File: src/hw/genesis_bus_pkg.sv
// ------------------------------------------------
// Genesis bus fabric shared definitions
// Bus widths, address map and open-bus values
// ------------------------------------------------
`default_nettype none

package genesis_bus_pkg;

	// ------------------------------------------------
	// Widths
	// ------------------------------------------------
	// Main bus carries word addresses 23:1
	localparam int M68K_AW = 23;
	localparam int M68K_DW = 16;
	localparam int Z80_AW  = 16;
	localparam int Z80_DW  = 8;
	localparam int ZBUS_AW = 15;
	localparam int BANK_W  = 9;

	// ------------------------------------------------
	// Main-bus address map
	// ------------------------------------------------
	// Region code in bits 23:21
	localparam logic [2:0]  WRAM_TOP        = 3'b111;
	// Z80 window page in bits 23:16
	localparam logic [7:0]  ZWIN_PAGE       = 8'hA0;
	localparam logic [11:0] CTRL_PAGE       = 12'hA11;
	localparam logic [3:0]  CTRL_BUSREQ_SEL = 4'h1;
	localparam logic [3:0]  CTRL_RESET_SEL  = 4'h2;
	localparam int          CTRL_BIT        = 8;

	// Z80 local pages in bits 14:8
	localparam logic [6:0]  Z80_BANK_PAGE   = 7'h60;
	localparam logic [6:0]  Z80_LOCAL_LIMIT = 7'h7F;

	// Open bus reads as all ones
	localparam logic [15:0] OPEN_WORD = 16'hFFFF;
	localparam logic [7:0]  OPEN_BYTE = 8'hFF;

endpackage

`default_nettype wire

File: src/hw/mbus_if.sv
// ------------------------------------------------
// Main-bus request channel
// One master port to the main-bus controller
// ------------------------------------------------
`timescale 1ns/10ps
`default_nettype none

interface mbus_if;

	logic                                req;
	logic [genesis_bus_pkg::M68K_AW-1:0] addr;
	logic [genesis_bus_pkg::M68K_DW-1:0] wdata;
	logic                                we;
	// Bit 1 is the upper (even) byte
	logic [1:0]                          be;
	logic [genesis_bus_pkg::M68K_DW-1:0] rdata;
	logic                                ack;

	// Request held until the one-cycle ack
	modport master (
		output req, addr, wdata, we, be,
		input  rdata, ack
	);

	modport slave (
		input  req, addr, wdata, we, be,
		output rdata, ack
	);

endinterface

`default_nettype wire

File: src/hw/zbus_if.sv
// ------------------------------------------------
// Z80-bus request channel
// Byte access to the Z80-bus controller
// ------------------------------------------------
`timescale 1ns/10ps
`default_nettype none

interface zbus_if;

	logic                                req;
	logic [genesis_bus_pkg::ZBUS_AW-1:0] addr;
	logic [genesis_bus_pkg::Z80_DW-1:0]  wdata;
	logic                                we;
	logic [genesis_bus_pkg::Z80_DW-1:0]  rdata;
	logic                                ack;

	modport requester (
		output req, addr, wdata, we,
		input  rdata, ack
	);

	modport controller (
		input  req, addr, wdata, we,
		output rdata, ack
	);

endinterface

`default_nettype wire

File: src/hw/mbus_controller.sv
// ------------------------------------------------
// Main-bus controller
// Arbitrates 68000 and Z80 window requests, decodes
// work RAM, Z80 space and the control registers
// ------------------------------------------------
`timescale 1ns/10ps
`default_nettype none

module mbus_controller #(
	parameter int WRAM_AW = 15
) (
	input  wire                                 MCLK,
	input  wire                                 reset,
	mbus_if.slave                               m68k,
	mbus_if.slave                               z80,
	zbus_if.requester                           zb,
	output logic [WRAM_AW-1:0]                  wram_addr,
	output logic [genesis_bus_pkg::M68K_DW-1:0] wram_wdata,
	output logic [1:0]                          wram_we,
	input  wire  [genesis_bus_pkg::M68K_DW-1:0] wram_rdata,
	output logic                                z80_busreq_n,
	output logic                                z80_reset_n
);

	localparam logic [2:0] S_IDLE      = 3'd0;
	localparam logic [2:0] S_SELECT    = 3'd1;
	localparam logic [2:0] S_RAM_WAIT  = 3'd2;
	localparam logic [2:0] S_ZBUS_WAIT = 3'd3;
	localparam logic [2:0] S_FINISH    = 3'd4;

	localparam logic SRC_M68K = 1'b0;
	localparam logic SRC_Z80  = 1'b1;

	logic [2:0]                          state;
	logic                                src;
	logic [genesis_bus_pkg::M68K_AW-1:0] a;
	logic [genesis_bus_pkg::M68K_DW-1:0] wd;
	logic [genesis_bus_pkg::M68K_DW-1:0] data;
	logic [genesis_bus_pkg::M68K_DW-1:0] ctrl_word;
	logic                                we;
	logic [1:0]                          be;
	logic                                m68k_ack;
	logic                                z80_ack;
	logic                                zb_req;
	logic                                take_m68k;
	logic                                take_z80;
	logic                                wram_hit;
	logic                                zwin_hit;
	logic                                ctrl_hit;
	logic [3:0]                          ctrl_sel;

	// A master just acked is still holding req for one cycle
	assign take_m68k = state == S_IDLE && m68k.req && !m68k_ack;
	assign take_z80  = state == S_IDLE && !take_m68k && z80.req && !z80_ack;

	// ------------------------------------------------
	// Decode of the latched word address
	// ------------------------------------------------
	assign wram_hit = a[22:20] == genesis_bus_pkg::WRAM_TOP;
	assign zwin_hit = a[22:15] == genesis_bus_pkg::ZWIN_PAGE;
	assign ctrl_hit = a[22:11] == genesis_bus_pkg::CTRL_PAGE;
	assign ctrl_sel = a[10:7];

	always_comb begin
		ctrl_word = genesis_bus_pkg::OPEN_WORD;
		if (ctrl_sel == genesis_bus_pkg::CTRL_BUSREQ_SEL) begin
			ctrl_word[genesis_bus_pkg::CTRL_BIT] = z80_busreq_n;
		end else if (ctrl_sel == genesis_bus_pkg::CTRL_RESET_SEL) begin
			ctrl_word[genesis_bus_pkg::CTRL_BIT] = z80_reset_n;
		end
	end

	assign wram_addr  = a[WRAM_AW-1:0];
	assign wram_wdata = wd;
	assign wram_we    = (state == S_SELECT && wram_hit && we) ? be : 2'b00;

	// Byte access into Z80 space
	// Upper lane is the even address
	assign zb.req   = zb_req;
	assign zb.addr  = {a[13:0], ~be[1]};
	assign zb.wdata = be[1] ? wd[15:8] : wd[7:0];
	assign zb.we    = we;

	assign m68k.rdata = data;
	assign m68k.ack   = m68k_ack;
	assign z80.rdata  = data;
	assign z80.ack    = z80_ack;

	// Request capture and read data
	always_ff @(posedge MCLK) begin
		if (take_m68k) begin
			src <= SRC_M68K;
			a   <= m68k.addr;
			wd  <= m68k.wdata;
			we  <= m68k.we;
			be  <= m68k.be;
		end else if (take_z80) begin
			src <= SRC_Z80;
			a   <= z80.addr;
			wd  <= z80.wdata;
			we  <= z80.we;
			be  <= z80.be;
		end
		case (state)
			S_SELECT:    data <= ctrl_hit ? ctrl_word : genesis_bus_pkg::OPEN_WORD;
			S_RAM_WAIT:  data <= wram_rdata;
			S_ZBUS_WAIT: data <= {zb.rdata, zb.rdata};
			default:     data <= data;
		endcase
	end

	// ------------------------------------------------
	// Transfer FSM and control registers
	// ------------------------------------------------
	always_ff @(posedge MCLK) begin
		if (reset) begin
			state        <= S_IDLE;
			m68k_ack     <= 1'b0;
			z80_ack      <= 1'b0;
			zb_req       <= 1'b0;
			z80_busreq_n <= 1'b1;
			z80_reset_n  <= 1'b0;
		end else begin
			m68k_ack <= 1'b0;
			z80_ack  <= 1'b0;
			case (state)
				S_IDLE: begin
					if (take_m68k || take_z80) begin
						state <= S_SELECT;
					end
				end
				S_SELECT: begin
					if (wram_hit) begin
						state <= S_RAM_WAIT;
					end else if (zwin_hit) begin
						zb_req <= 1'b1;
						state  <= S_ZBUS_WAIT;
					end else begin
						// Only the upper lane reaches bit 8
						if (ctrl_hit && we && be[1]) begin
							if (ctrl_sel == genesis_bus_pkg::CTRL_BUSREQ_SEL) begin
								z80_busreq_n <= ~wd[genesis_bus_pkg::CTRL_BIT];
							end
							if (ctrl_sel == genesis_bus_pkg::CTRL_RESET_SEL) begin
								z80_reset_n <= wd[genesis_bus_pkg::CTRL_BIT];
							end
						end
						state <= S_FINISH;
					end
				end
				S_RAM_WAIT: begin
					state <= S_FINISH;
				end
				S_ZBUS_WAIT: begin
					if (zb.ack) begin
						zb_req <= 1'b0;
						state  <= S_FINISH;
					end
				end
				S_FINISH: begin
					m68k_ack <= src == SRC_M68K;
					z80_ack  <= src == SRC_Z80;
					state    <= S_IDLE;
				end
				default: begin
					state <= S_IDLE;
				end
			endcase
		end
	end

	// Acks answer only a live request
	assert property (@(posedge MCLK) disable iff (reset) m68k.ack |-> m68k.req);
	assert property (@(posedge MCLK) disable iff (reset) z80.ack |-> z80.req);

endmodule

`default_nettype wire

File: src/flat_wrapper.sv
// flat-port wrapper written by rule: the top's interface ports become plain ports
module mbus_controller_flat 
#(
	parameter int WRAM_AW = 15
)
  (MCLK, reset, wram_addr, wram_wdata, wram_we, wram_rdata, z80_busreq_n, z80_reset_n, m68k_req, m68k_addr, m68k_wdata, m68k_we, m68k_be, m68k_rdata, m68k_ack, z80_req, z80_addr, z80_wdata, z80_we, z80_be, z80_rdata, z80_ack, zb_req, zb_addr, zb_wdata, zb_we, zb_rdata, zb_ack);
  mbus_if m68k_i ();
  mbus_if z80_i ();
  zbus_if zb_i ();
  input  wire MCLK;
  input  wire reset;
  output logic [WRAM_AW-1:0] wram_addr;
  output logic [genesis_bus_pkg::M68K_DW-1:0] wram_wdata;
  output logic [1:0] wram_we;
  input  wire  [genesis_bus_pkg::M68K_DW-1:0] wram_rdata;
  output logic z80_busreq_n;
  output logic z80_reset_n;
  input wire logic [$bits(m68k_i.req)-1:0] m68k_req;
  input wire logic [$bits(m68k_i.addr)-1:0] m68k_addr;
  input wire logic [$bits(m68k_i.wdata)-1:0] m68k_wdata;
  input wire logic [$bits(m68k_i.we)-1:0] m68k_we;
  input wire logic [$bits(m68k_i.be)-1:0] m68k_be;
  output wire logic [$bits(m68k_i.rdata)-1:0] m68k_rdata;
  output wire logic [$bits(m68k_i.ack)-1:0] m68k_ack;
  input wire logic [$bits(z80_i.req)-1:0] z80_req;
  input wire logic [$bits(z80_i.addr)-1:0] z80_addr;
  input wire logic [$bits(z80_i.wdata)-1:0] z80_wdata;
  input wire logic [$bits(z80_i.we)-1:0] z80_we;
  input wire logic [$bits(z80_i.be)-1:0] z80_be;
  output wire logic [$bits(z80_i.rdata)-1:0] z80_rdata;
  output wire logic [$bits(z80_i.ack)-1:0] z80_ack;
  output wire logic [$bits(zb_i.req)-1:0] zb_req;
  output wire logic [$bits(zb_i.addr)-1:0] zb_addr;
  output wire logic [$bits(zb_i.wdata)-1:0] zb_wdata;
  output wire logic [$bits(zb_i.we)-1:0] zb_we;
  input wire logic [$bits(zb_i.rdata)-1:0] zb_rdata;
  input wire logic [$bits(zb_i.ack)-1:0] zb_ack;
  assign m68k_i.req = m68k_req;
  assign m68k_i.addr = m68k_addr;
  assign m68k_i.wdata = m68k_wdata;
  assign m68k_i.we = m68k_we;
  assign m68k_i.be = m68k_be;
  assign m68k_rdata = m68k_i.rdata;
  assign m68k_ack = m68k_i.ack;
  assign z80_i.req = z80_req;
  assign z80_i.addr = z80_addr;
  assign z80_i.wdata = z80_wdata;
  assign z80_i.we = z80_we;
  assign z80_i.be = z80_be;
  assign z80_rdata = z80_i.rdata;
  assign z80_ack = z80_i.ack;
  assign zb_req = zb_i.req;
  assign zb_addr = zb_i.addr;
  assign zb_wdata = zb_i.wdata;
  assign zb_we = zb_i.we;
  assign zb_i.rdata = zb_rdata;
  assign zb_i.ack = zb_ack;
  mbus_controller #(.WRAM_AW(WRAM_AW)) u_core (.MCLK(MCLK), .reset(reset), .m68k(m68k_i), .z80(z80_i), .zb(zb_i), .wram_addr(wram_addr), .wram_wdata(wram_wdata), .wram_we(wram_we), .wram_rdata(wram_rdata), .z80_busreq_n(z80_busreq_n), .z80_reset_n(z80_reset_n));
endmodule
File: config.mk
export PLATFORM = sky130hd
export DESIGN_NAME = mbus_controller_flat
export DESIGN_NICKNAME = d
export VERILOG_FILES = /design/src/hw/genesis_bus_pkg.sv /design/src/hw/mbus_if.sv /design/src/hw/zbus_if.sv /design/src/hw/mbus_controller.sv /design/src/flat_wrapper.sv
export SDC_FILE = /design/constraint.sdc
export NUM_CORES = 1
export LEC_CHECK = 0
export BUFFER_PORTS_ARGS = -buffer_cell sky130_fd_sc_hd__buf_2
export CAP_MARGIN = 20
export CORE_UTILIZATION = 40
export CTS_CLUSTER_DIAMETER = 60
export DETAILED_ROUTE_END_ITERATION = 6
export GPL_TIMING_DRIVEN = 0
export MAX_ROUTING_LAYER = met4
export PLACE_DENSITY = 0.85
export SLEW_MARGIN = 20
export SYNTH_ARGS = -nofsm -noshare
export SYNTH_HDL_FRONTEND = slang
export SYNTH_SLANG_ARGS = --single-unit
File: constraint.sdc
create_clock -name MCLK -period 2.8 [get_ports MCLK]
set_input_delay 0.28 -clock MCLK [delete_from_list [all_inputs] [get_ports MCLK]]
set_output_delay 0.28 -clock MCLK [all_outputs]
set_load 0.01 [all_outputs]
## Word level (Yosys, flattened, before mapping)

Cells that the tools add are included.

| storage, ports and cells | value |
|---|---|
| register bits after elaboration | 67 |
| bits in latches | 0 |
| memory bits (writable) | 0 |
| bits in read-only memories | 0 |
| input bits | 113 |
| output and inout bits | 94 |
| logic and storage cells | 76 |
| memories | 0 |

| operators by class | value |
|---|---|
| add/subtract/negate cells | 0 |
| multiply operators | 0 |
| div/mod/pow operators | 0 |
| $lt $le $gt $ge | 0 |
| eq/ne operators | 13 |
| shift operators | 0 |
| mux-type cells | 23 |
| bitwise operators | 6 |
| reductions and logical operators | 22 |

Operators with widths:

| operator | number |
|---|---|
| case mux 16 bit (3 select lines) | 1 |
| 2-to-1 mux 23 bit | 2 |
| 2-to-1 mux 16 bit | 2 |
| equality test 12 bit, second input constant | 1 |
| 2-to-1 mux 3 bit | 4 |
| case mux 3 bit (4 select lines) | 1 |
| AND reduction 5 bit | 2 |
| logical AND 1 bit | 9 |
| 2-to-1 mux 9 bit | 1 |
| equality test 8 bit, second input constant | 1 |
| 2-to-1 mux 8 bit | 1 |
| 2-to-1 mux 1 bit | 7 |
| equality test 3 x 2 -> 1 bit, second input constant | 2 |
| equality test 3 bit, second input constant | 2 |
| 2-to-1 mux 2 bit | 3 |
| inequality test 2 bit, second input constant | 3 |
| NOT 1 bit | 6 |
| equality test 4 x 1 -> 1 bit, second input constant | 1 |
| equality test 4 x 2 -> 1 bit, second input constant | 1 |
| AND reduction 4 bit | 1 |
| nonzero test 2 bit | 2 |
| equality test 3 x 1 -> 1 bit, second input constant | 1 |
| logical NOT 1 bit | 3 |
| logical NOT 3 bit | 1 |
| other kinds (6) | 6 |

## Longest topological paths before layout

Gate-level depths: netlist of the first run.

| depth | value |
|---|---|
| depth after elaboration | 10 |
| depth in mapped cells | 5 |
| depth with buffers taken out | 4 |

## Worst setup path after synthesis of the first run

Ideal clock, no wire load.

| timing path | value |
|---|---|
| kind | register to register |
| start | reg u_core.state[0] |
| end | reg u_core.a[0] (netlist bit) (enable) |
| setup time | 441 ps |
| arrival | 2593 ps |
| data required time | 2359 ps |
| path slack | -234 ps |
| stages on the path, launching flop included | 4 |
| path buffers | 1 |
| period minus slack after synthesis | 3034 ps |
| cells stage by stage | dfxtp_1 > buf_6 > or3_1 > nor2_1 |

| on the way | value |
|---|---|
| cells in the longest elaborated chain, start to end | 8 |

RTL lines:

| what | line | RTL |
|---|---|---|
| from (decl) | mbus_controller.sv:34 | `logic [2:0] state;` |
| from (signal assigned) | mbus_controller.sv:117 | `state <= S_IDLE;` |
| from (signal assigned) | mbus_controller.sv:129 | `state <= S_SELECT;` |
| from (signal assigned) | mbus_controller.sv:134 | `state <= S_RAM_WAIT;` |
| logical NOT 3 bit * | mbus_controller.sv:53, mbus_controller.sv:54 |  |
| logical AND 1 bit (2 in a row) | mbus_controller.sv:53 | `assign take_m68k = state == S_IDLE && m68k.req && !m68k_ack;` |
| logical NOT 1 bit | mbus_controller.sv:54 | `assign take_z80 = state == S_IDLE && !take_m68k && z80.req && !z80_ack;` |
| logical AND 1 bit (3 in a row) | mbus_controller.sv:54 |  |
| nonzero test 2 bit (no line) * | -- |  |
| to (signal assigned) | mbus_controller.sv:93 | `a <= m68k.addr;` |
| to (signal assigned) | mbus_controller.sv:99 | `a <= z80.addr;` |
| to (decl) | mbus_controller.sv:36 | `logic [genesis_bus_pkg::M68K_AW-1:0] a;` |

Every way passes the cells marked *; elsewhere a longest branch is shown, timed or not.
A chain may end at the register's enable or synchronous reset.

## Final worst setup path of the first run

| timing path | value |
|---|---|
| start | reg u_core.be[1] |
| end | out zb_wdata[5] |

| on the way | value |
|---|---|
| cells in the longest elaborated chain, start to end | 1 |

RTL lines:

| what | line | RTL |
|---|---|---|
| from (decl) | mbus_controller.sv:41 | `logic [1:0] be;` |
| from (signal assigned) | mbus_controller.sv:96 | `be <= m68k.be;` |
| from (signal assigned) | mbus_controller.sv:102 | `be <= z80.be;` |
| 2-to-1 mux 8 bit | mbus_controller.sv:81 | `assign zb.wdata = be[1] ? wd[15:8] : wd[7:0];` |
| to (decl) | flat_wrapper.sv:34 | `output wire logic [$bits(zb_i.wdata)-1:0] zb_wdata;` |

No other way between the ends.

==> flow_summary_export.csv, run 1 <==
group,metric,value,unit
yosys,synth-seq-cells,67,
yosys,muxShareOfSynthArea,20.1,%
critical_path,crit_path_start,"u_core.be[1]",
cts,hold_buffers,0,
critical_path,arrival,1700,ps
critical_path,worstSetupPathType,"flip-flop to primary output",
layout,layout-drive-gt1-share,68.2,%
yosys,synthesis.area,3600,um^2
critical_path,worstSetupStartpointType,"flip-flop",
timing,fin_skew,6.55,ps
yosys,synth.avg_cell_area,13.6,um^2
yosys,synth_xor_area_share,0,%
hold_path,hold_depth,2,
die,core,8720,um^2
power_and_ir_drop,ir_drop,0.310,mV
die,die_area,9400,um^2
layout,syn_to_final_growth,39.5,%
layout,antenna-diode-count,0,
critical_path,slowest_delay,490,ps
yosys,synthSimpleGateAreaFrac,7.67,%
cts,clk_path_buf_depth,2,
yosys,yosys_warnings,0,
yosys,synth_top_family_by_area,"multiplexers",
global_route,overflow,0,
timing,hold_violations,0,
critical_path,cp_slowest_cell,"clkbuf_1",
routing,drt-total-wl,8170,um
yosys,netlist_instances,265,
critical_path,crit_family,"buffers and inverters",
routing,dr.pass1.iters,4,
yosys,synthArstFlopShare,0,%
timing,worst_pin_slew,778,ps
critical_path,r2r_cells,4,
layout,final_cell_mix,"207 x buf_2, 58 x edfxtp_1, 45 x buf_4, 40 x mux2_4, 19 x inv_1",
global_route,grt_max_degree,31,
place,place.gp.congestion,0.767,
layout,fillers,718,
critical_path,endpoint_kind,"primary output",
hold_path,min_to,"u_core.zb.req",
critical_path,crit_fanout,10,
die,die_w,96.9,um
cts,worstSkewPairLatency,330,ps
hold_path,min_from,"reset",
routing,drtAntennaViolNets,0,
place,io_buffers,206,
die,die_h,96.9,um
critical_path,required,2520,ps
timing,fin_tns_setup,0,ps
hold_path,hp-class,"input pin to flip-flop",
routing,wire_per_inst,13.7,um
cts,cts_root_buf,"clkbuf_8",
yosys,synth_cell_types,43,
cts,clock_sinks,67,
critical_path,reg2reg_to,"u_core.wram_wdata[2]",
timing,layout_min_cycle_time,1980,ps
global_route,use_met2,32.5,%
timing,setup_viol,0,
global_route,antenna_found_initial,0,
critical_path,timing.rr.start,"u_core.state[0]",
layout,layout.nets,596,
yosys,synth_top_flop_cell,"edfxtp_1",
cts,numCtsBuffers,9,
run,max-cap-violations,0,
routing,vias,2806,
cts,clk_pin_slew,80,ps
critical_path,path_cells,"clkbuf_1 -> mux2_2 -> buf_2",
critical_path,r2r_slack,940,ps
global_route,globalRouteTotalUtil,18.4,%
critical_path,cp_num_buf_inv,2,
run_status,status,"finished clean",
die,row_count,34,
cts,cts_tree,"done",
cts,cts_setup_buffers,0,
global_route,grt_pass1_vias,2797,
yosys,synth_adder_area_share,0,%
cts,htreeDepth,3,
layout,final_common_cell,"buf_2",
power_and_ir_drop,leakage,0.00234,uW
global_route,met3_usage,4.12,%
die,ios,207,
yosys,seq_area_frac_synth,53.3,%
global_route,grt.busiest_layer,"met2",
routing,drt_iter0_drc,92,
yosys,synth_fp_nets,378,
cts,cts_resized,0,
place,place_hpwl,6690,um
global_route,grt_pass1_wl,13100,um
timing,rsz0062_at_grt,"false",
layout,final_core_util,57.6,%
yosys,synth_edf_count,58,
timing,max_freq,0.504,GHz
die,floorplan.initialDensity,41.3,%
yosys,synth_compound_area_share,5.59,%
timing,fin_crit_sh,70.8,%
global_route,use_met1,19.7,%
timing,slew_violations,0,
routing,drc,0,
power_and_ir_drop,power_density,626,nW/um^2
timing,slew_headroom,48.1,%
routing,vias_per_cell,4.71,
==> where the power goes <==
group / leakage, uW / switching, uW / internal (uW)
clock: 0.000108 / 367 / 525
sequential: 0.000586 / 79.3 / 1270
combinational: 0.00164 / 415 / 491
==> logic make-up (layout without fill, tap and decap cells) <==
kind of cell,Yosys count,count (layout)
buf+inv,73,296
flops,67,67
mux,51,51
simple gates,38,38
compound gates,36,36
==> Yosys cell counts, types with 2 or more instances <==
| master | n | area, um^2 |
|---|---|---|
| edfxtp_1 | 58 | 1740 |
| buf_4 | 45 | 338 |
| mux2_4 | 40 | 601 |
| inv_1 | 19 | 71.3 |
| o21ai_0 | 15 | 75.1 |
| a21oi_1 | 12 | 60.1 |
| mux2_2 | 10 | 113 |
| dfxtp_1 | 9 | 180 |
| nor2_1 | 8 | 30.0 |
| buf_6 | 5 | 56.3 |
| clkbuf_1 | 3 | 11.3 |
| nor2b_1 | 3 | 18.8 |
| a31oi_1 | 2 | 12.5 |
| nand2b_1 | 2 | 12.5 |
| nand3_1 | 2 | 10.0 |
| nand4_1 | 2 | 12.5 |
| nor3_1 | 2 | 10.0 |
| nor4bb_1 | 2 | 20.0 |
| or3_1 | 2 | 12.5 |
==> metrics by stage <==
stage	worst slack, ps	cell area [um^2]	power [uW]	instances	hold slack (ps)
final	817	5030	3150	596	214
after global routing	699	5030	3300	596	196
after CTS	783	5030	3190	596	189
after detailed placement	921	4800	2290	580	464
after global placement	16.2	4770	2250	579	429
after floorplan	451	3610	1940	265	349
==> layer usage <==
layer  share of wire (%)  wire length [um]  vias up
met1                  38              3110     1284
met2                  53              4330      158
li1                    -                 -     1354
met3                 7.0               576       10
met4                 1.9               152        0
met5                   0                 0        -
==> state kept, by name, indices dropped and copies added (netlist names), 2 cells and up <==
| signal | flops |
|---|---|
| u_core.a | 23 |
| u_core.m68k.rdata | 16 |
| u_core.wram_wdata | 16 |
| u_core.state | 3 |
| u_core.be | 2 |
==> area by class of cell <==
cell class | count | area, um^2 | share of cell area (%)
Clock buffer | 10 | 138 | 2.74
Tap cell | 108 | 135 | 2.69
Buffer | 54 | 410 | 8.16
Timing Repair Buffer | 207 | 1050 | 20.9
Multi-Input combinational cell | 125 | 1210 | 24.1
Clock inverter | 6 | 88.8 | 1.77
Sequential cell | 67 | 1920 | 38.2
Inverter | 19 | 71.3 | 1.42
==> worst max path at each step <==
stage | end | slack, ps | cells after the start
floorplan | u_core.a[0] | 450 | 3
detailed placement | u_core.a[12] | 920 | 4
CTS | zb_wdata[3] | 780 | 3
global route | zb_wdata[6] | 700 | 3
global placement | u_core.a[11] | 20 | 3
finish | zb_wdata[5] | 820 | 3
Note: power is estimated with default switching activity, not from simulation.
==> run 2, diff against run 1 <==
--- a/config.mk
+++ b/config.mk
@@ -7,12 +7,12 @@
 export LEC_CHECK = 0
 export BUFFER_PORTS_ARGS = -buffer_cell sky130_fd_sc_hd__buf_2
 export CAP_MARGIN = 20
-export CORE_UTILIZATION = 40
+export CORE_UTILIZATION = 44
 export CTS_CLUSTER_DIAMETER = 60
 export DETAILED_ROUTE_END_ITERATION = 6
 export GPL_TIMING_DRIVEN = 0
 export MAX_ROUTING_LAYER = met4
-export PLACE_DENSITY = 0.85
+export PLACE_DENSITY = 0.88
 export SLEW_MARGIN = 20
 export SYNTH_ARGS = -nofsm -noshare
 export SYNTH_HDL_FRONTEND = slang
==> constraint.sdc (replaced) <==
create_clock -name MCLK -period 2.05 [get_ports MCLK]
set_input_delay 0.205 -clock MCLK [delete_from_list [all_inputs] [get_ports MCLK]]
set_output_delay 0.205 -clock MCLK [all_outputs]
set_load 0.01 [all_outputs]
==> run 2 against run 1 <==
Effect of this change: critical path depth did not move; sequential power rose by 37%; clock-buffer cell count rose by 1; non-clock buffer count fell by 1; highest routed layer unchanged; register-to-register slack got worse by 700 ps; clock power rose by 30%; wire length rose by 1.2%; clock skew rose by 0.80 ps; global-route usage rose by 1.7 points; critical path type unchanged; first-iteration DRC count fell by 11%; sequential cell count did not move.
==> flow_summary_export.csv, run 2 (synthesis results as in run 1) <==
group,metric,value,unit
run_status,status,"finished clean",
cts,cts_tree,"done",
cts,clock_sinks,67,
timing,max_freq,0.528,GHz
place,place_hpwl,6680,um
place,placed_cells,573,
critical_path,arrival,1690,ps
timing,hold_violations,0,
die,ios,207,
die,die_w,92.5,um
routing,highest_layer,"met4",
critical_path,reg2reg_to,"u_core.a[9]",
cts,numCtsBuffers,9,
hold_path,hp-class,"input pin to flip-flop",
global_route,grt_pass1_wl,12600,um
critical_path,r2r_cells,3,
power_and_ir_drop,power_density,848,nW/um^2
die,row_count,32,
timing,fin_tns_setup,0,ps
timing,slew_headroom,50.0,%
timing,setup_viol,0,
hold_path,min_to,"u_core.zb.req",
cts,clk_path_buf_depth,2,
die,die_area,8560,um^2
cts,clk_pin_slew,70,ps
cts,htreeDepth,3,
critical_path,endpoint_kind,"primary output",
layout,layout.nets,596,
die,die_h,92.5,um
timing,fin_skew,7.36,ps
critical_path,worstSetupStartpointType,"flip-flop",
layout,largest_reg_flops,23,
global_route,grt_pass1_vias,2752,
routing,wire_per_inst,14.0,um
routing,drt-total-wl,8270,um
routing,vias,2789,
layout,final_cell_area,4990,um^2
power_and_ir_drop,leakage,0.00233,uW
timing,fin_crit_sh,92.5,%
run,max-cap-violations,0,
place,place_area,4770,um^2
layout,final_cells,590,
timing,layout_min_cycle_time,1900,ps
routing,wl_met1,2990,um
cts,worstSkewPairLatency,330,ps
global_route,overflow,0,
place,io_buffers,206,
cts,cts_setup_buffers,0,
global_route,antenna_found_initial,0,
layout,final_cell_mix,"207 x buf_2, 58 x edfxtp_1, 45 x buf_4, 40 x mux2_4, 19 x inv_1",
layout,final_common_cell,"buf_2",
critical_path,timing.rr.start,"u_core.state[0]",
routing,met3_length,671,um
die,core,7810,um^2
timing,slew_violations,0,
layout,syn_to_final_growth,38.5,%
hold_path,hold_depth,2,
place,place.gp.congestion,0.731,
critical_path,worstSetupPathType,"flip-flop to primary output",
global_route,globalRouteTotalUtil,20.1,%
routing,drt_iter0_drc,82,
layout,final_core_util,64.0,%
global_route,grt_max_degree,22,
layout,layout-drive-gt1-share,67.8,%
die,floorplan.initialDensity,46.2,%
timing,worst_pin_slew,750,ps
routing,drtAntennaViolNets,0,
routing,wl_met2,4470,um
timing,rsz0062_at_grt,"false",
hold_path,min_from,"reset",
layout,antenna-diode-count,0,
cts,cts_root_buf,"clkbuf_8",
layout,largest-register,"u_core.a",
power_and_ir_drop,ir_drop,0.483,mV
cts,hold_buffers,0,
critical_path,r2r_slack,240,ps
routing,dr.pass1.iters,4,
cts,cts_resized,1,
critical_path,crit_fanout,10,
routing,drc,0,
routing,vias_per_cell,4.73,
critical_path,required,1850,ps
==> run 2: cell type report <==
type                    count  area, um^2
flip-flops and latches     67        1920
multi-input cells         126        1220
well taps                 102         128
inverters                  19        71.3
fillers                   623        2810
plain buffers              54         410
clock inverters             5        77.6
clock buffers              11         131
repair buffers            206        1030
==> run 2: power by group <==
group / internal [uW] / switching, uW / total (uW)
logic: 656 / 573 / 1230
clock network: 682 / 481 / 1160
registers: 1740 / 106 / 1850
==> run 2: worst max-delay path by stage <==
stage                          startpoint      endpoint  slack [ps]  cells after the start
after floorplan           u_core.state[0]   u_core.a[0]         140                      3
after global placement    u_core.state[0]  u_core.a[11]        -100                      3
after detailed placement  u_core.state[0]  u_core.a[11]        -160                      3
after CTS                    u_core.be[1]   zb_wdata[1]         100                      3
after global routing         u_core.be[1]   zb_wdata[4]          50                      3
final                        u_core.be[1]   zb_wdata[1]         150                      3
==> run 2: critical path, stage by stage, from the launching register on <==
cell and delay [ps]:
edfxtp_1 330, clkbuf_1 480, mux2_2 400, buf_2 140
==> run 2: per-stage QoR <==
step | total power (uW) | hold WS, ps | setup WS [ps]
floorplan | 2660 | 274 | 141
global route | 4450 | 125 | 53.2
global placement | 3060 | 429 | -97.0
detailed placement | 3110 | 452 | -165
CTS | 4290 | 122 | 101
finish | 4240 | 136 | 155
==> run 2: per-layer routing <==
| metal | vias up | global-route usage (%) |
|---|---|---|
| met5 | - | - |
| met2 | 155 | 36.9 |
| met4 | 0 | 7.94 |
| met1 | 1268 | 20.4 |
| met3 | 11 | 5.01 |
| li1 | 1355 | - |
==> run 3, diff against run 2 <==
--- a/config.mk
+++ b/config.mk
@@ -5,6 +5,7 @@
 export SDC_FILE = /design/constraint.sdc
 export NUM_CORES = 1
 export LEC_CHECK = 0
+export ABC_AREA = 1
 export BUFFER_PORTS_ARGS = -buffer_cell sky130_fd_sc_hd__buf_2
 export CAP_MARGIN = 20
 export CORE_UTILIZATION = 44
@@ -12,7 +13,7 @@
 export DETAILED_ROUTE_END_ITERATION = 6
 export GPL_TIMING_DRIVEN = 0
 export MAX_ROUTING_LAYER = met4
-export PLACE_DENSITY = 0.88
+export PLACE_DENSITY = 0.89
 export SLEW_MARGIN = 20
 export SYNTH_ARGS = -nofsm -noshare
 export SYNTH_HDL_FRONTEND = slang
==> run 3 against run 2 <==
Effect of this change: critical path depth grew 3; clock power decreased by 20%; sequential share of layout area grew 1.5 points; sequential power up 28%; design area shrank 3.8%; area after synthesis down 3.6%; maximum frequency rose by 2.0%; critical endpoint is now u_core.a[16]; sequential cell count stayed put; combinational power rose by 110%; via count is 18% higher; first-iteration DRC count increased by 61%; critical path type is now flip-flop to flip-flop.
==> flow_summary_export.csv, run 3 <==
group,metric,value,unit
cts,cts_tree,"done",
hold_path,hp-class,"input pin to flip-flop",
yosys,synth_top_area_share,50.1,%
power_and_ir_drop,power_density,1220,nW/um^2
yosys,synthSimpleGateAreaFrac,27.7,%
global_route,overflow,0,
yosys,synth.avg_cell_area,8.53,um^2
yosys,synthArstFlopShare,0,%
global_route,globalRouteTotalUtil,21.8,%
timing,whs,96.6,ps
run_status,status,"finished clean",
global_route,grt_pass1_vias,2960,
cts,cts_setup_buffers,0,
cts,numCtsBuffers,9,
critical_path,arrival,1940,ps
power_and_ir_drop,leakage,0.00243,uW
global_route,grt_max_degree,43,
yosys,synth-seq-cells,67,
die,row_count,32,
yosys,synth_adder_area_share,0,%
critical_path,worstSetupStartpointType,"flip-flop",
critical_path,endpoint_kind,"flip-flop",
die,die_h,90.8,um
die,die_area,8250,um^2
power_and_ir_drop,switchingPower,2230,uW
timing,rsz0062_at_grt,"false",
cts,clock_sinks,67,
die,floorplan.initialDensity,45.2,%
yosys,seq_area_frac_synth,55.3,%
timing,worst_pin_slew,751,ps
global_route,grt_pass1_wl,13500,um
timing,setup_slack,191,ps
yosys,netlist_top_cells_area,"edfxtp_1 50%, nand2_1 22%, buf_4 11%",
power_and_ir_drop,power_frac_seq,40.4,%
timing,slew_headroom,50.0,%
run,max-cap-violations,0,
yosys,synth_top_cell_by_area,"edfxtp_1",
layout,largest-register,"u_core.a",
yosys,synthesis.area,3470,um^2
layout,layout.nets,734,
layout,final_cell_area,4800,um^2
place,place_area,4640,um^2
power_and_ir_drop,swShare,38.1,%
routing,vias,3301,
critical_path,worstSetupPathType,"flip-flop to flip-flop",
routing,drt-total-wl,8700,um
critical_path,required,2130,ps
power_and_ir_drop,combPwrFrac,43.8,%
place,place.gp.congestion,0.885,
routing,drc,0,
timing,setup_viol,0,
power_and_ir_drop,intPower,3620,uW
yosys,muxShareOfSynthArea,0,%
yosys,synth_xor_area_share,0,%
routing,wire_per_inst,11.9,um
yosys,synth_top_family_by_area,"simple AND/OR/NAND/NOR gates",
cts,clk_path_buf_depth,2,
routing,drtAntennaViolNets,0,
layout,final_cell_mix,"208 x buf_2, 200 x nand2_1, 58 x edfxtp_1, 49 x buf_4, 21 x inv_1",
yosys,synth_most_common_cell,"nand2_1",
yosys,synth_edf_count,58,
timing,hold_violations,0,
timing,max_freq,0.538,GHz
power_and_ir_drop,clkPwrFrac,15.8,%
cts,htreeDepth,3,
die,ios,207,
timing,fin_crit_sh,90.7,%
yosys,synth_commonest_cells,"201 x nand2_1, 58 x edfxtp_1, 49 x buf_4, 21 x inv_1, 20 x nor2_1",
timing,layout_min_cycle_time,1860,ps
global_route,antenna_found_initial,0,
yosys,synth_compound_area_share,2.63,%
yosys,netlist_instances,407,
die,die_w,90.8,um
power_and_ir_drop,ir_drop,0.634,mV
layout,layout-drive-gt1-share,44.6,%
place,place_hpwl,6960,um
place,io_buffers,206,
place,preCtsSetupSlack,-424,ps
cts,cts_root_buf,"clkbuf_8",
cts,clk_pin_slew,70,ps
yosys,synth_fp_nets,520,
layout,fillers,691,
yosys,yosys_warnings,0,
timing,fin_skew,7.17,ps
timing,slew_violations,0,
layout,syn_to_final_growth,38.3,%
layout,antenna-diode-count,0,
layout,final_common_cell,"buf_2",
layout,largest_reg_flops,23,
routing,drt_iter0_drc,132,
critical_path,crit_fanout,18,
die,core,7690,um^2
yosys,synth_cell_types,20,
cts,worstSkewPairLatency,330,ps
routing,dr.pass1.iters,4,
yosys,synth_top_flop_cell,"edfxtp_1",
routing,vias_per_cell,4.53,
run 3: cell types whose count changed after synthesis, moves of 3 or more:
cell / previous run / this run
nand2_1: 1 / 201
buf_4: 45 / 49
mux2_4: 40 / 0
nand3_1: 2 / 11
mux2_2: 10 / 0
buf_6: 5 / 1
clkbuf_1: 3 / 6
nor2_1: 8 / 20
nor2b_1: 3 / 0
o21ai_0: 15 / 7
run 3: cells by family after synthesis:
family,Yosys count
flops,67
compound gates,18
buf+inv,81
simple gates,241
run 3: final cells by class:
type / count / area, um^2 / area share, %
Buffer: 55 / 400 / 8.34
Timing Repair Buffer: 206 / 1030 / 21.5
Inverter: 23 / 86.3 / 1.80
Clock buffer: 13 / 149 / 3.10
Sequential cell: 67 / 1920 / 40.0
Tap cell: 102 / 128 / 2.66
Clock inverter: 3 / 13.8 / 0.287
Multi-Input combinational cell: 259 / 1070 / 22.3
run 3: stage by stage:
stage	power [uW]	util [%]	TNS [ps]	instances
floorplan	4000	-	0	407
global placement	4900	60.3	-20930	715
detailed placement	4990	60.3	-17740	715
CTS	5930	62.6	0	730
global route	6270	62.5	0	728
finish	5850	62.5	0	728
run 3: power by group through the flow:
| stage | Sequential [uW] | Combinational [uW] | Clock, uW |
|---|---|---|---|
| CTS | 2350 | 2640 | 945 |
| global route | 2420 | 2840 | 1000 |
| finish | 2360 | 2560 | 928 |
| floorplan | 2400 | 1610 | 0 |
| global placement | 2360 | 2530 | 0 |
| detailed placement | 2380 | 2610 | 0 |
run 3: worst max-delay path: stages, from the launching register on:
cell and delay, ps:
dfxtp_1 320, buf_6 150, nor3_4 270, nand2_2 330, clkbuf_1 330, nand2_1 140, nand2_1 70
run 3: worst paths after layout:
| path | cells after the start | end | slack (ps) | from |
|---|---|---|---|---|
| max | 6 | u_core.a[16] | 190 | u_core.state[0] |
| min | 2 | u_core.state[2] | 100 | reset |
| max reg2reg | 6 | u_core.a[16] | 190 | u_core.state[0] |
| min reg2reg | 1 | u_core.m68k.ack | 420 | u_core.src |
run 3: metal layers:
metal | routed length, um | global-route usage [%] | vias up
met5 | 0 | - | -
met4 | 110 | 9.26 | 0
met3 | 601 | 3.70 | 11
met2 | 4680 | 40.2 | 166
met1 | 3310 | 22.9 | 1449
li1 | - | - | 1675
run 3: repair_timing:
item,in CTS,in global routing
hold buffers,0,0
endpoints found under the setup margin,42,9
pin swaps,1,0
gates cloned,0,0
gates resized for setup,2,0
